**src/test/inst.hex**
```
// one 128-bit line per row, word 3 on the left down to word 0 on the right
003a0493002a0493001a0493000a0493
013a0493012a0493011a0493010a0493
023a0493022a0493021a0493020a0493
033a0493032a0493031a0493030a0493
043a0493042a0493041a0493040a0493
053a0493052a0493051a0493050a0493
063a0493062a0493061a0493060a0493
073a0493072a0493071a0493070a0493
083a0493082a0493081a0493080a0493
093a0493092a0493091a0493090a0493
0a3a04930a2a04930a1a04930a0a0493
0b3a04930b2a04930b1a04930b0a0493
0c3a04930c2a04930c1a04930c0a0493
0d3a04930d2a04930d1a04930d0a0493
0e3a04930e2a04930e1a04930e0a0493
0f3a04930f2a04930f1a04930f0a0493
103a0493102a0493101a0493100a0493
113a0493112a0493111a0493110a0493
123a0493122a0493121a0493120a0493
133a0493132a0493131a0493130a0493
143a0493142a0493141a0493140a0493
153a0493152a0493151a0493150a0493
163a0493162a0493161a0493160a0493
173a0493172a0493171a0493170a0493
183a0493182a0493181a0493180a0493
193a0493192a0493191a0493190a0493
1a3a04931a2a04931a1a04931a0a0493
1b3a04931b2a04931b1a04931b0a0493
1c3a04931c2a04931c1a04931c0a0493
1d3a04931d2a04931d1a04931d0a0493
1e3a04931e2a04931e1a04931e0a0493
1f3a04931f2a04931f1a04931f0a0493

```
**src/rtl/fetch_pkg.sv**
```systemverilog
package fetch_pkg;

  // ==============================
  // address and line geometry
  // ==============================
  localparam int PC_W           = 32;
  localparam int INST_W         = 32;
  localparam int LINE_W         = 128;
  localparam int WORDS_PER_LINE = 4;
  localparam int OFFSET_W       = 4;
  localparam int LINE_ADDR_W    = PC_W - OFFSET_W;
  localparam logic [PC_W-1:0] RESET_PC = 32'h8000_0000;

  // line queue
  localparam int QUEUE_DEPTH = 4;
  localparam int QPTR_W      = 3;

  // line memory model
  localparam int MEM_LINES   = 32;
  localparam int MEM_IDX_W   = 5;
  localparam int MEM_LATENCY = 3;
  localparam int LAT_CNT_W   = 2;

  // read channel states
  localparam logic RD_IDLE = 1'b0;
  localparam logic RD_WAIT = 1'b1;

  // one cache line, raw or as instruction words
  typedef union packed {
    logic [LINE_W-1:0]                     raw;
    logic [WORDS_PER_LINE-1:0][INST_W-1:0] word;
  } fetch_line_u;

endpackage

```
**src/rtl/line_queue.sv**
```systemverilog
`timescale 1ns/100ps

module line_queue import fetch_pkg::*; (
  input  logic              clk,
  input  logic              rst_n,
  input  logic              flush_i,
  input  logic              wr_en_i,
  input  fetch_line_u       wr_line_i,
  input  logic              rd_en_i,
  output fetch_line_u       rd_line_o,
  output logic              full_o,
  output logic              empty_o,
  output logic [QPTR_W-2:0] count_o
);

  logic [QPTR_W-1:0] wr_ptr_q;
  logic [QPTR_W-1:0] rd_ptr_q;
  logic [QPTR_W-2:0] wr_idx;
  logic [QPTR_W-2:0] rd_idx;
  logic              wr_fire;
  logic              rd_fire;
  fetch_line_u       slots_q [QUEUE_DEPTH];

  assign wr_idx  = wr_ptr_q[QPTR_W-2:0];
  assign rd_idx  = rd_ptr_q[QPTR_W-2:0];
  assign wr_fire = wr_en_i & ~full_o;
  assign rd_fire = rd_en_i & ~empty_o;

  // ==============================
  // pointers
  // ==============================
  always_ff @(posedge clk) begin
    if (rst_n) begin
      wr_ptr_q <= '0;
    end else if (wr_fire) begin
      wr_ptr_q <= wr_ptr_q + 1'b1;
    end
  end

  // flush drops everything still queued
  always_ff @(posedge clk) begin
    if (rst_n) begin
      rd_ptr_q <= '0;
    end else if (flush_i) begin
      rd_ptr_q <= wr_ptr_q;
    end else if (rd_fire) begin
      rd_ptr_q <= rd_ptr_q + 1'b1;
    end
  end

  // same index, wrap bit differs
  assign full_o  = (rd_ptr_q == {~wr_ptr_q[QPTR_W-1], wr_idx});
  assign empty_o = (rd_ptr_q == wr_ptr_q);
  assign count_o = wr_idx - rd_idx;

  // ==============================
  // storage
  // ==============================
  always_ff @(posedge clk) begin
    if (wr_fire) begin
      slots_q[wr_idx] <= wr_line_i;
    end
  end

  // incoming line shows through when it lands on the head slot
  assign rd_line_o = (wr_fire && (wr_idx == rd_idx)) ? wr_line_i : slots_q[rd_idx];

endmodule

```
**src/rtl/fetch_buffer.sv**
```systemverilog
`timescale 1ns/100ps

module fetch_buffer import fetch_pkg::*; (
  input  logic              clk,
  input  logic              rst_n,
  // read address channel
  input  logic              ar_ready_i,
  output logic              ar_valid_o,
  output logic [PC_W-1:0]   ar_addr_o,
  // read data channel
  input  logic              r_valid_i,
  input  logic [LINE_W-1:0] r_data_i,
  output logic              r_ready_o,
  // fetch unit side
  input  logic              jmp_flush_i,
  input  logic [PC_W-1:0]   pc_i,
  output logic              inst_valid_o,
  output logic [INST_W-1:0] inst_o
);

  logic [LINE_ADDR_W-1:0] buf_line_q;
  logic [LINE_ADDR_W-1:0] pc_line;
  logic [LINE_ADDR_W-1:0] seq_line;
  logic                   pc_equal;
  logic                   pc_changed;

  logic                   state_q;
  logic                   ar_valid_q;
  logic                   stale_q;
  logic                   ar_xfer;
  logic                   r_xfer;

  logic                   q_wr_en;
  logic                   q_rd_en;
  logic                   q_full;
  logic                   q_empty;
  logic [QPTR_W-2:0]      q_count;
  fetch_line_u            in_line;
  fetch_line_u            head_line;

  // ==============================
  // pc line tracking
  // ==============================
  assign pc_line    = pc_i[PC_W-1:OFFSET_W];
  assign pc_equal   = (buf_line_q == pc_line);
  assign pc_changed = ~pc_equal;

  always_ff @(posedge clk) begin
    if (rst_n) begin
      buf_line_q <= RESET_PC[PC_W-1:OFFSET_W];
    end else begin
      buf_line_q <= pc_line;
    end
  end

  // ==============================
  // read channel
  // ==============================
  assign ar_xfer = ar_valid_q & ar_ready_i;
  assign r_xfer  = r_valid_i & r_ready_o;

  always_ff @(posedge clk) begin
    if (rst_n) begin
      state_q    <= RD_IDLE;
      ar_valid_q <= 1'b0;
      stale_q    <= 1'b0;
    end else begin
      case (state_q)
        RD_IDLE: begin
          if (ar_xfer) begin
            state_q    <= RD_WAIT;
            ar_valid_q <= 1'b0;
          end else begin
            // no request while the queue has no room
            ar_valid_q <= ~q_full;
          end
        end
        RD_WAIT: begin
          if (r_xfer) begin
            state_q <= RD_IDLE;
            stale_q <= 1'b0;
          end else if (jmp_flush_i) begin
            // response in flight is for the old path
            stale_q <= 1'b1;
          end
        end
        default: begin
          state_q <= RD_IDLE;
        end
      endcase
    end
  end

  // next line to fetch sits just past what is queued
  assign seq_line   = buf_line_q + LINE_ADDR_W'(q_count);
  assign ar_valid_o = ar_valid_q;
  assign ar_addr_o  = jmp_flush_i ? {pc_line, {OFFSET_W{1'b0}}}
                                  : {seq_line, {OFFSET_W{1'b0}}};
  assign r_ready_o  = (state_q == RD_WAIT);

  // ==============================
  // line queue
  // ==============================
  assign in_line.raw = r_data_i;
  assign q_wr_en     = r_xfer & ~stale_q & ~jmp_flush_i;
  assign q_rd_en     = pc_changed & ~q_empty & ~jmp_flush_i;

  line_queue u_line_queue (
    .clk       (clk),
    .rst_n     (rst_n),
    .flush_i   (jmp_flush_i),
    .wr_en_i   (q_wr_en),
    .wr_line_i (in_line),
    .rd_en_i   (q_rd_en),
    .rd_line_o (head_line),
    .full_o    (q_full),
    .empty_o   (q_empty),
    .count_o   (q_count)
  );

  // head holds pc line, or the line lands in an empty queue this cycle
  assign inst_valid_o = pc_equal & (~q_empty | q_wr_en);

  // word select by pc bits 3 to 2
  assign inst_o = head_line.word[pc_i[OFFSET_W-1:2]];

endmodule

```
**src/rtl/line_mem.sv**
```systemverilog
`timescale 1ns/100ps

module line_mem import fetch_pkg::*; (
  input  logic              clk,
  input  logic              rst_n,
  input  logic              ar_valid_i,
  input  logic [PC_W-1:0]   ar_addr_i,
  output logic              ar_ready_o,
  output logic              r_valid_o,
  output logic [LINE_W-1:0] r_data_o,
  input  logic              r_ready_i
);

  logic [LINE_W-1:0]    line_store [MEM_LINES];
  logic                 pending_q;
  logic                 r_valid_q;
  logic [LAT_CNT_W-1:0] lat_cnt_q;
  logic [MEM_IDX_W-1:0] idx_q;
  logic                 ar_xfer;
  logic                 rsp_load;
  fetch_line_u          rsp_line_q;

  initial begin
    $readmemh("/design/src/test/inst.hex", line_store);
  end

  // one read at a time
  assign ar_ready_o = ~pending_q;
  assign ar_xfer    = ar_valid_i & ~pending_q;
  assign rsp_load   = pending_q & ~r_valid_q & (lat_cnt_q == LAT_CNT_W'(1));

  // ==============================
  // latency counter and response
  // ==============================
  always_ff @(posedge clk) begin
    if (rst_n) begin
      pending_q <= 1'b0;
      r_valid_q <= 1'b0;
      lat_cnt_q <= '0;
    end else if (ar_xfer) begin
      pending_q <= 1'b1;
      lat_cnt_q <= LAT_CNT_W'(MEM_LATENCY);
    end else if (pending_q && !r_valid_q) begin
      lat_cnt_q <= lat_cnt_q - 1'b1;
      if (rsp_load) begin
        r_valid_q <= 1'b1;
      end
    end else if (r_valid_q && r_ready_i) begin
      r_valid_q <= 1'b0;
      pending_q <= 1'b0;
    end
  end

  // address bits 8 to 4, so the space wraps
  always_ff @(posedge clk) begin
    if (ar_xfer) begin
      idx_q <= ar_addr_i[OFFSET_W +: MEM_IDX_W];
    end
    if (rsp_load) begin
      rsp_line_q.raw <= line_store[idx_q];
    end
  end

  assign r_valid_o = r_valid_q;
  assign r_data_o  = rsp_line_q.raw;

endmodule

```
**src/rtl/fetch_top.sv**
```systemverilog
`timescale 1ns/100ps

module fetch_top import fetch_pkg::*; (
  input  logic              clk,
  input  logic              rst_n,
  input  logic [PC_W-1:0]   pc_i,
  input  logic              jmp_flush_i,
  output logic              inst_valid_o,
  output logic [INST_W-1:0] inst_o
);

  // read channel between buffer and memory
  logic              ar_valid;
  logic [PC_W-1:0]   ar_addr;
  logic              ar_ready;
  logic              r_valid;
  logic [LINE_W-1:0] r_data;
  logic              r_ready;

  fetch_buffer u_fetch_buffer (
    .clk          (clk),
    .rst_n        (rst_n),
    .ar_ready_i   (ar_ready),
    .ar_valid_o   (ar_valid),
    .ar_addr_o    (ar_addr),
    .r_valid_i    (r_valid),
    .r_data_i     (r_data),
    .r_ready_o    (r_ready),
    .jmp_flush_i  (jmp_flush_i),
    .pc_i         (pc_i),
    .inst_valid_o (inst_valid_o),
    .inst_o       (inst_o)
  );

  line_mem u_line_mem (
    .clk        (clk),
    .rst_n      (rst_n),
    .ar_valid_i (ar_valid),
    .ar_addr_i  (ar_addr),
    .ar_ready_o (ar_ready),
    .r_valid_o  (r_valid),
    .r_data_o   (r_data),
    .r_ready_i  (r_ready)
  );

endmodule

```
**config.mk**
```make
export PLATFORM = sky130hd
export DESIGN_NAME = fetch_top
export DESIGN_NICKNAME = d
export VERILOG_FILES = /design/src/rtl/fetch_pkg.sv /design/src/rtl/line_queue.sv /design/src/rtl/fetch_buffer.sv /design/src/rtl/line_mem.sv /design/src/rtl/fetch_top.sv
export SDC_FILE = /design/constraint.sdc
export NUM_CORES = 1
export LEC_CHECK = 0
export CORE_MARGIN = 4
export CORE_UTILIZATION = 56
export DETAILED_ROUTE_END_ITERATION = 6
export DONT_BUFFER_PORTS = 1
export PLACE_DENSITY = 0.82
export SLEW_MARGIN = 10
export SYNTH_ARGS = -nofsm -noshare
export SYNTH_HDL_FRONTEND = slang
export SYNTH_MEMORY_MAX_BITS = 65536
export SYNTH_SLANG_ARGS = --single-unit
export TNS_END_PERCENT = 20
```
**constraint.sdc**
```tcl
create_clock -name clk -period 1.9 [get_ports clk]
set_input_delay 0.57 -clock clk [delete_from_list [all_inputs] [get_ports clk]]
set_output_delay 0.57 -clock clk [all_outputs]
set_load 0.01 [all_outputs]
```
## Yosys cells after proc, flatten, opt, wreduce, memory -nomap -nowiden

Memory sizes are Yosys's and may differ from the RTL's. A register that Yosys moved wholly into a read port is not among the register bits.
Cells that the tools add are included.

| word-level totals | value |
|---|---|
| output and inout port bits | 33 |
| memories kept | 1 |
| register bits | 169 |
| RAM bits | 512 |
| input bits | 35 |

| operators by class | value |
|---|---|
| add/subtract/negate cells | 3 |
| mux-type cells | 22 |
| magnitude comparators | 1 |
| equal/unequal tests | 7 |
| bitwise operators | 22 |
| reductions and logical operators | 12 |

Memory list:

| memory | words | bits a word | read ports | clocked after memory_dff | write ports | line | source |
|---|---|---|---|---|---|---|---|
| u_fetch_buffer.u_line_queue.slots_q | 4 | 128 | 1 | 1 | 1 | line_queue.sv:22 | `fetch_line_u slots_q [QUEUE_DEPTH];` |

Operators with widths:

| kind | count |
|---|---|
| 128-bit two-way mux | 1 |
| 32-bit binary-select mux with 2-bit select | 1 |
| 32-bit two-way mux | 1 |
| 28-bit equality test | 1 |
| 1-bit two-way mux | 12 |
| 1-bit AND | 11 |
| 1-bit NOT | 10 |
| 2-bit nonzero test | 5 |
| 2-bit two-way mux | 4 |
| 3-bit by 1-bit adder with 3-bit output, second input constant | 2 |
| 3-bit equality test | 2 |
| 3-bit two-way mux | 2 |
| 2-bit AND reduction | 2 |
| 1-bit logical AND | 3 |
| 2-bit by 3-bit < comparator with 1-bit output, second input constant | 1 |
| 3-bit AND reduction | 1 |
| 2-bit by 1-bit equality test with 1-bit output, second input constant | 1 |
| 2-bit equality test | 1 |
| 2-bit by 1-bit != test with 1-bit output, second input constant | 1 |
| 2-bit != test, second input constant | 1 |
| 1-bit one-hot mux with 2 select lines | 1 |
| 2-bit by 1-bit subtractor with 2-bit output, second input constant | 1 |
| 1-bit zero test | 1 |
| 1-bit OR | 1 |

## Logic depth before layout (Yosys ltp)

Gate-level depths: netlist of the first run.

| logic depth | value |
|---|---|
| word-level depth | 9 |
| depth in mapped cells | 7 |
| mapped depth without buffers | 6 |

## Modules after synthesis

From an unflattened synthesis of the first run, not the netlist that was laid out.

| unflattened totals | value |
|---|---|
| cell total of the unflattened synthesis | 1340 |
| area total of the unflattened synthesis | 25100.3 um^2 |

By module, submodules not included:

| module | cells an instance | seq. area each (um^2) | area each (um^2) | instances |
|---|---|---|---|---|
| line_queue | 879 | 15534.9 | 21038.9 | 1 |
| fetch_buffer | 313 | 620.6 | 2909.0 | 1 |
| line_mem | 148 | 80.1 | 1152.4 | 1 |

## Least setup slack after synthesis of the first run

Ideal clock, no wire load.

| timing path | value |
|---|---|
| path type | input-to-output |
| start point | in pc_i[27] |
| end point | out inst_valid_o |
| data required time | 1.330 ns |
| slack | -0.095 ns |
| arrival | 1.425 ns |
| stages | 5 |
| path through | xnor2_1 -> nand4_1 -> nor4_2 -> nand3_1 -> a21oi_1 |

| between the ends | value |
|---|---|
| word-level cells in the longest chain between the ends | 2 |

Ends and longest elaborated chain:

| item | line | source |
|---|---|---|
| from (decl) | fetch_top.sv:6 | `input logic [PC_W-1:0] pc_i,` |
| 28-bit equality test | fetch_buffer.sv:45 | `assign pc_equal = (buf_line_q == pc_line);` |
| 1-bit AND | fetch_buffer.sv:122 | `assign inst_valid_o = pc_equal & (~q_empty \| q_wr_en);` |
| to (decl) | fetch_top.sv:8 | `output logic inst_valid_o,` |

Every way passes these cells.

## Worst setup path after layout of the first run

| timing path | value |
|---|---|
| start point | reg u_fetch_buffer.buf_line_q[15] |
| end point | out inst_valid_o |

| between the ends | value |
|---|---|
| word-level cells in the longest chain between the ends | 2 |

Ends and longest elaborated chain:

| item | line | source |
|---|---|---|
| from (decl) | fetch_buffer.sv:21 | `logic [LINE_ADDR_W-1:0] buf_line_q;` |
| from (signal assigned) | fetch_buffer.sv:50 | `buf_line_q <= RESET_PC[PC_W-1:OFFSET_W];` |
| from (signal assigned) | fetch_buffer.sv:52 | `buf_line_q <= pc_line;` |
| 28-bit equality test | fetch_buffer.sv:45 |  |
| 1-bit AND | fetch_buffer.sv:122 |  |

Every way passes these cells.

==> results of run 1 <==
[repair_timing]
action,in CTS,in global routing
gates resized for setup,3,3
buffers inserted,0,1
hold buffers,0,0
pin swaps,0,5
endpoints found under the setup margin,1,4
[power by group through the flow]
stage	registers [W]	clock network, W	logic (W)
detailed placement	0.000984	0	0.000229
finish	0.000966	0.000579	0.000234
CTS	0.000966	0.000605	0.000232
global route	0.000976	0.000642	0.000262
floorplan	0.000975	0	0.000255
global placement	0.000981	0	0.000214
[critical path: cells and delay by family (launching register included)]
| kind | cells | cell delay, ns |
|---|---|---|
| simple gates | 3 | 0.65 |
| compound gates | 1 | 0.20 |
| xor+xnor | 1 | 0.16 |
| flops | 1 | 0.35 |
[state kept, by name (all words and copies together) (netlist names)]
| register | count |
|---|---|
| u_fetch_buffer.buf_line_q | 28 |
| u_fetch_buffer.u_line_queue.rd_ptr_q | 3 |
| u_fetch_buffer.u_line_queue.wr_ptr_q | 3 |
| u_line_mem.lat_cnt_q | 2 |
| u_fetch_buffer.ar_valid_o | 1 |
| u_fetch_buffer.r_ready_o | 1 |
| u_fetch_buffer.stale_q | 1 |
| u_line_mem.pending_q | 1 |
| u_line_mem.r_valid_o | 1 |
[through the flow]
step / setup slack (ns) / total power [W]
6_report: -0.358 / 0.00178
5_1_grt: -0.482 / 0.00188
4_1_cts: -0.342 / 0.00180
3_5_place_dp: -0.167 / 0.00121
3_3_place_gp: -0.159 / 0.00119
2_1_floorplan: -0.0209 / 0.00123
[layout make-up]
cell class              instances  share of cell area [%]
clock inverters                 2                    1.86
multi-input cells             146                    49.9
inverters                       3                   0.558
clock buffers                   6                    2.54
flip-flops and latches         41                    40.9
repair buffers                  4                    1.49
well taps                      44                    2.73
[final timing paths]
kind	start	to	slack, ns
max	u_fetch_buffer.buf_line_q[15]	inst_valid_o	-0.36
min	rst_n	u_fetch_buffer.buf_line_q[15]	0.28
max reg2reg	u_fetch_buffer.buf_line_q[15]	u_fetch_buffer.u_line_queue.rd_ptr_q[0]	-0.04
min reg2reg	u_fetch_buffer.stale_q	u_fetch_buffer.stale_q	0.52
[synthesized netlist by cell type (all sizes together), types with 2 or more instances]
master	n	share of area (%)
nor2b	27	8.8
inv	3	0.59
dfxtp	41	43
nand2	3	0.59
xor2	7	3.2
buf	33	13
xnor2	28	13
a211oi	5	2.0
nor3	3	0.78
a21oi	6	1.6
clkbuf	4	0.78
nor4	2	1.3
nor2	9	1.8
mux2i	3	1.6
nand4	6	2.0
ha	3	2.0
nor3b	2	0.78
[layer usage]
layer,track usage (%),wire (um)
met1,16.6,1210
met2,28.3,1660
met3,5.06,285
met4,8.88,51
met5,0,0
[cell families (layout without fill, tap and decap cells)]
family | Yosys count | in the layout | share of synthesized area, %
xor gates and xnor gates | 35 | 35 | 16.0
AOI/OAI and AO/OA | 15 | 15 | 5.15
DFF | 41 | 41 | 42.8
buffers and inverters | 40 | 15 | 14.1
adders and majority gates | 3 | 3 | 1.96
muxes | 4 | 4 | 2.15
and+or+nand+nor | 57 | 57 | 17.7
other | 1 | 32 | 0.195
==> results.md, run 1 <==
- Switching power share of the total: 23.8%
- CP required: 1.33 ns
- Warning count from the yosys run: 0
- CTS sink cnt: 41
- TNS Setup: -0.408 ns
- Tmin final: 2.26 ns
- Commonest cells after routing, fill and taps aside: dfxtp_1, conb_1, nor2b_1, xnor2_1, nor2_1
- Die area: 4430 sq um
- Status: complete, but fails checks
- Syn-to-layout area delta: 5.15%
- CP startpoint kind: register
- First-pass GRT wire length: 5280 um
- Fmax: 443 MHz
- DP Area: 1910 sq um
- Hold WC Path Type: primary input to register
- RSZ-0062 raised after global routing: true
- Clk network pwr share: 32.5%
- Design Area, Final: 2020 sq um
- Total gr overflow: 0
- Post-route ant nets: 0
- Vias in the first global route: 1208
- Max-slew violations: 0
- Root Buffer: clkbuf_4
- # port buffers: 0
- # setup viols final: 4
- Placed Cells incl. Taps: 237
- Share of power burned in registers: 54.3%
- Netlist cell types: 29
- Nets: 239
- All-Layer GR Usage: 16.0%
- Residual DRC count: 0
- Register Area: 826 sq um
- Top FF cell, synth: dfxtp_1
- Leak pwr: 0.816 nW
- Worst hold stages: 1
- Post-Route WL: 3200 um
- Max cap viols: 0
- Asr flop ratio synth: 0%
- Worst path arrival time: 1.69 ns
- Yosys reg bits: 41
- Vias: 1184
- Clock skew: 0.00838 ns
- Rows: 20
- Die H: 66.5 um
- Commonest non-fill, non-tap cell in the layout: dfxtp_1
- Share of layout cells above drive strength 1: 14.4%
- Synthesized area per cell: 9.79 sq um
- Slowest stage delay, CP: 0.36 ns
- DR pass1 iterations: 4
- R2R cell count: 9
- Final hold vios: 0
- Final Non-Filler Cells: 246
- Die W: 66.5 um
- CTS tree: done
- Slowest cell on the critical path: nor4_2
- Multi-input gate area: 1010 sq um
- Comb pwr share: 13.2%
- Core ar.: 3150 sq um
- Placed wire-length estimate: 2440 um
- Cells after synthesis: 196
- Clk_lat worst skew: 0.34 ns
- Psw: 0.000423 W
- Initial Utilization: 60.9%
- GP Congestion: 0.714
- Final Cycle Share: 119%
- Final hold slack: 0.282 ns
- Largest net degree at the start of global routing: 42
- Final design utilization: 64.0%
- Filler cells: 274
- Drt wl/cell: 13.0 um
- Internal power: 0.00136 W
- H-Tree Depth: 2
- Crit-path cells: xnor2_2 > nand4_1 > nor4_2 > nand3_1 > a21oi_2
- Power per cell area: 882 nW/um^2
- Worst vdd ir: 0.461 mV
- ANT cells: 0
- Violated checks: negative setup slack
- Clk slew on worst S/H paths: 0.12 ns
- Final WS setup: -0.358 ns
- Num CTS Buffers: 5
- Crit end category: output pin
- Vias/cell: 4.81
- Kind of critical path: register to output pin
- I/O pin count: 68
- Sequential area share after synthesis: 42.8%
- Number of flops mapped to enable cells by yosys: 0
- Longest Clk Path Bufs: 2
- DRT iter0 DRCs: 37
- Initial antenna violation count: 0
- Syn Std Cell Area: 1920 sq um
- Worst-path maximum fanout: 2
Note: power is estimated with default switching activity, not from simulation.
==> inputs of run 2 (changes only) <==
PLACE_DENSITY = 0.74   (was 0.82)
==> results.md, run 2 (synthesis gave the netlist of run 1 again) <==
- Status: complete, but fails checks
- Violated checks: negative setup slack
- H-Tree Depth: 2
- Num CTS Buffers: 5
- Rows: 20
- Slowest cell on the critical path: nor4_2
- Register Area: 830 sq um
- Filler cells: 285
- Clk slew on worst S/H paths: 0.12 ns
- Final hold vios: 0
- Die H: 66.5 um
- Total power: 0.00178 W
- Drt wl/cell: 12.1 um
- Placed wire-length estimate: 2310 um
- Power per cell area: 891 nW/um^2
- Multi-input gate area: 1000 sq um
- DR pass1 iterations: 4
- CTS sink cnt: 41
- Root Buffer: clkbuf_4
- Leak pwr: 0.798 nW
- Kind of critical path: register to output pin
- CP required: 1.33 ns
- Largest delay share family, worst path: simple AND/OR/NAND/NOR gates
- Vias/cell: 4.73
- Die area: 4430 sq um
- # setup viols final: 1
- All-Layer GR Usage: 14.8%
- Worst-path maximum fanout: 2
- Vias: 1155
- Fmax: 455 MHz
- Final WS setup: -0.296 ns
- Post-Route WL: 2960 um
- Worst path arrival time: 1.63 ns
- TNS Setup: -0.296 ns
- Max cap viols: 0
- Tmin final: 2.20 ns
- CTS tree: done
- Post-route ant nets: 0
- Die W: 66.5 um
- # port buffers: 0
- Slowest stage delay, CP: 0.36 ns
- Max reg flops: 28
- Biggest register: u_fetch_buffer.buf_line_q
- Commonest non-fill, non-tap cell in the layout: dfxtp_1
- I/O pin count: 68
- Largest regs: u_fetch_buffer.buf_line_q x28, u_fetch_buffer.u_line_queue.rd_ptr_q x3, u_fetch_buffer.u_line_queue.wr_ptr_q x3
- Worst vdd ir: 0.577 mV
- Reg2Reg Setup Slack: 0.18 ns
- Residual DRC count: 0
- RSZ-0062 raised after global routing: true
- Post-CTS Setup Repair Bufs: 0
- DRT iter0 DRCs: 22
- Largest net degree at the start of global routing: 42
- Commonest cells after routing, fill and taps aside: dfxtp_1, conb_1, nor2b_1, xnor2_1, nor2_1
- First-pass GRT wire length: 4870 um
- Hold WC Path Type: primary input to register
- Crit path buffers/inverters: 0
- Longest Clk Path Bufs: 2
- Crit end category: output pin
- Max-slew violations: 0
- Total gr overflow: 0
- GP Congestion: 0.727
- Initial antenna violation count: 0
- Core ar.: 3150 sq um
- Nets: 237
- Initial Utilization: 60.9%
- Share of layout cells above drive strength 1: 14.5%
- Final hold slack: 0.268 ns
- Crit-path cells: xnor2_2 > nand4_1 > nor4_2 > nand3_1 > a21oi_2
- Vias in the first global route: 1153
- Clock skew: 0.0145 ns
- Syn-to-layout area delta: 4.17%
- Clk_lat worst skew: 0.35 ns
- ANT cells: 0
- CP startpoint kind: register
- Final Cycle Share: 116%
[run 2: changes by cell type in the layout (fill, tap and decap cells not counted)]
cell	change
a21boi_1	-1
a21boi_0	+1
xnor2_2	-1
dfxtp_1	-3
dfxtp_2	+3
buf_4	-2
xnor2_1	+1
[run 2: repair_timing]
item / CTS / global route
hold buffers: 0 / 0
pin swaps: 5 / 0
gates resized for setup: 5 / 2
endpoints found under the setup margin: 1 / 2
[run 2: path summary, 6_finish.rpt]
path / from / end / cells after the start
worst max-delay path: u_fetch_buffer.buf_line_q[19] / inst_valid_o / 5
worst max register to register: u_fetch_buffer.buf_line_q[19] / u_fetch_buffer.u_line_queue.rd_ptr_q[0] / 7
worst min-delay path: rst_n / u_fetch_buffer.buf_line_q[16] / 1
worst min register to register: u_fetch_buffer.stale_q / u_fetch_buffer.stale_q / 2
[run 2: final cells by class]
type / count / area share (%)
multi-input combinational: 146 / 50.0
sequential: 41 / 41.5
tap: 44 / 2.75
clock buffer: 6 / 2.57
clock inverter: 2 / 1.88
timing repair buffer: 2 / 0.751
inverter: 3 / 0.563
[run 2: layer usage]
layer | share of wire, % | up-vias | GRT usage [%] | routed length, um
li1 | - | 581 | - | -
met1 | 40 | 525 | 15.2 | 1170
met2 | 49 | 44 | 26.4 | 1440
met3 | 9.9 | 5 | 4.72 | 293
met4 | 1.8 | 0 | 8.38 | 53
met5 | 0 | - | 0 | 0
[run 2: power breakdown]
part	internal [W]	total [W]	switching, W
clock network	0.000313	0.000588	0.000275
registers	0.000921	0.000967	0.0000461
logic	0.000121	0.000226	0.000104
total	0.00136	0.00178	0.000426
[run 2: stage by stage]
step,cells,util [%],instance area (sq um),setup WS [ns]
after floorplan,227,-,2090,-0.0209
after global placement,236,60.3,1900,-0.205
after detailed placement,236,60.3,1900,-0.193
after CTS,244,63.3,2000,-0.359
after global routing,244,63.4,2000,-0.450
final,244,63.4,2000,-0.296
[run 2: worst reg2reg max path, delay by kind of cell (launching register included)]
family                    cells  cell delay (ns)
and+or+nand+nor               2             0.47
AOI/OAI and AO/OA             2             0.39
buffers and inverters         1             0.17
DFF                           1             0.35
xor gates and xnor gates      2             0.24
==> inputs of run 3 (changes only) <==
RECOVER_POWER = 100   (was not set)
==> results.md, run 3 (synthesis gave the netlist of run 1 again) <==
- Status: complete, but fails checks
- Violated checks: negative setup slack
- Root Buffer: clkbuf_4
- Kind of critical path: register to output pin
- Worst path arrival time: 1.63 ns
- Leak pwr: 0.790 nW
- Syn-to-layout area delta: 3.78%
- Hold WC Path Type: primary input to register
- I/O pin count: 68
- Vias/cell: 4.73
- Tmin final: 2.20 ns
- Commonest non-fill, non-tap cell in the layout: dfxtp_1
- Placed Cells incl. Taps: 236
- Clk_lat worst skew: 0.35 ns
- Num CTS Buffers: 5
- # setup viols final: 1
- Filler cells: 285
- Design Area, Final: 1990 sq um
- Share of power burned in registers: 54.4%
- Final Non-Filler Cells: 244
- Register Area: 830 sq um
- Final Cycle Share: 116%
- Total gr overflow: 0
- Largest net degree at the start of global routing: 42
- Fmax: 455 MHz
- All-Layer GR Usage: 14.8%
- RSZ-0062 raised after global routing: true
- DR pass1 iterations: 4
- Placed wire-length estimate: 2310 um
- Die W: 66.5 um
- CTS sink cnt: 41
- Clock skew: 0.0145 ns
- Final WS setup: -0.296 ns
- Comb pwr share: 12.5%
- Power per cell area: 892 nW/um^2
- Vias in the first global route: 1153
- Crit end category: output pin
- Max cap viols: 0
- CP required: 1.33 ns
- Share of layout cells above drive strength 1: 13.5%
- Post-route ant nets: 0
- Nets: 237
- Worst-path maximum fanout: 2
- Die area: 4430 sq um
- Clk network pwr share: 33.1%
- Drt wl/cell: 12.1 um
- # port buffers: 0
- Post-Route WL: 2950 um
- Biggest register: u_fetch_buffer.buf_line_q
- ANT cells: 0
- First-pass GRT wire length: 4870 um
- Die H: 66.5 um
- Core ar.: 3150 sq um
- Rows: 20
- Post-CTS Setup Repair Bufs: 0
- CTS tree: done
- GP Congestion: 0.727
- Initial antenna violation count: 0
- Psw: 0.000426 W
- Cts hold-fix bufs: 0
- Switching power share of the total: 24.0%
- Commonest cells after routing, fill and taps aside: dfxtp_1, conb_1, nor2b_1, xnor2_1, nor2_1
- Worst vdd ir: 0.577 mV
- CP startpoint kind: register
- Initial Utilization: 60.9%
- Max-slew violations: 0
- Max reg flops: 28
- Largest regs: u_fetch_buffer.buf_line_q x28, u_fetch_buffer.u_line_queue.rd_ptr_q x3, u_fetch_buffer.u_line_queue.wr_ptr_q x3
- H-Tree Depth: 2
- Residual DRC count: 0
- DP Area: 1900 sq um
- Final hold vios: 0
- Clk slew on worst S/H paths: 0.12 ns
- Longest Clk Path Bufs: 2
- Internal power: 0.00135 W
- Vias: 1155
- Multi-input gate area: 1000 sq um
- DRT iter0 DRCs: 19
-- run 3: worst max-delay path, cell delays in order (launching register included) --
cell     delay (ns)
dfxtp_2        0.35
xnor2_2        0.12
nand4_1        0.11
nor4_2         0.36
nand3_1        0.14
a21oi_2        0.20
-- run 3: per-stage QoR --
step           util (%)  setup slack, ns  setup TNS, ns  hold WS (ns)  total power (W)
6_report           63.2           -0.296         -0.296         0.268          0.00178
5_1_grt            63.2           -0.450         -0.450         0.228          0.00188
4_1_cts            63.3           -0.359         -0.359         0.246          0.00180
3_5_place_dp       60.3           -0.193         -0.376         0.507          0.00121
3_3_place_gp       60.3           -0.205         -0.372         0.492          0.00119
2_1_floorplan         -          -0.0209        -0.0209         0.483          0.00123
-- run 3: area by class of cell --
| cell class | instances | area share [%] |
|---|---|---|
| timing repair buffer | 2 | 0.377 |
| tap | 44 | 2.76 |
| clock buffer | 6 | 2.58 |
| inverter | 3 | 0.565 |
| clock inverter | 2 | 1.88 |
| sequential | 41 | 41.6 |
| multi-input combinational | 146 | 50.2 |
-- run 3: worst paths after layout --
| check | slack (ns) | from | cells past startpoint | to |
|---|---|---|---|---|
| worst max register to register | 0.18 | u_fetch_buffer.buf_line_q[19] | 7 | u_fetch_buffer.u_line_queue.rd_ptr_q[0] |
| worst max-delay path | -0.30 | u_fetch_buffer.buf_line_q[19] | 5 | inst_valid_o |
| worst min register to register | 0.53 | u_fetch_buffer.stale_q | 2 | u_fetch_buffer.stale_q |
| worst min-delay path | 0.27 | rst_n | 1 | u_fetch_buffer.buf_line_q[16] |
-- run 3: power by group through the flow --
stage                     registers, W  logic [W]  clock network, W
final                         0.000967   0.000222          0.000588
after global routing          0.000978   0.000253          0.000652
after CTS                     0.000967   0.000227          0.000606
after detailed placement      0.000985   0.000225                 0
after global placement        0.000981   0.000213                 0
after floorplan               0.000975   0.000255                 0
-- run 3: layer usage --
metal,vias up,share of wire (%),global-route usage [%]
met5,-,0,0
met4,0,1.8,8.38
met3,5,9.9,4.72
met2,44,49,26.4
met1,525,40,15.2
li1,581,-,-
-- run 3: timing repair --
item                                    in CTS  in global routing
gates cloned                                 0                  0
pin swaps                                    5                  0
gates resized for setup                      5                  2
endpoints found under the setup margin       1                  2
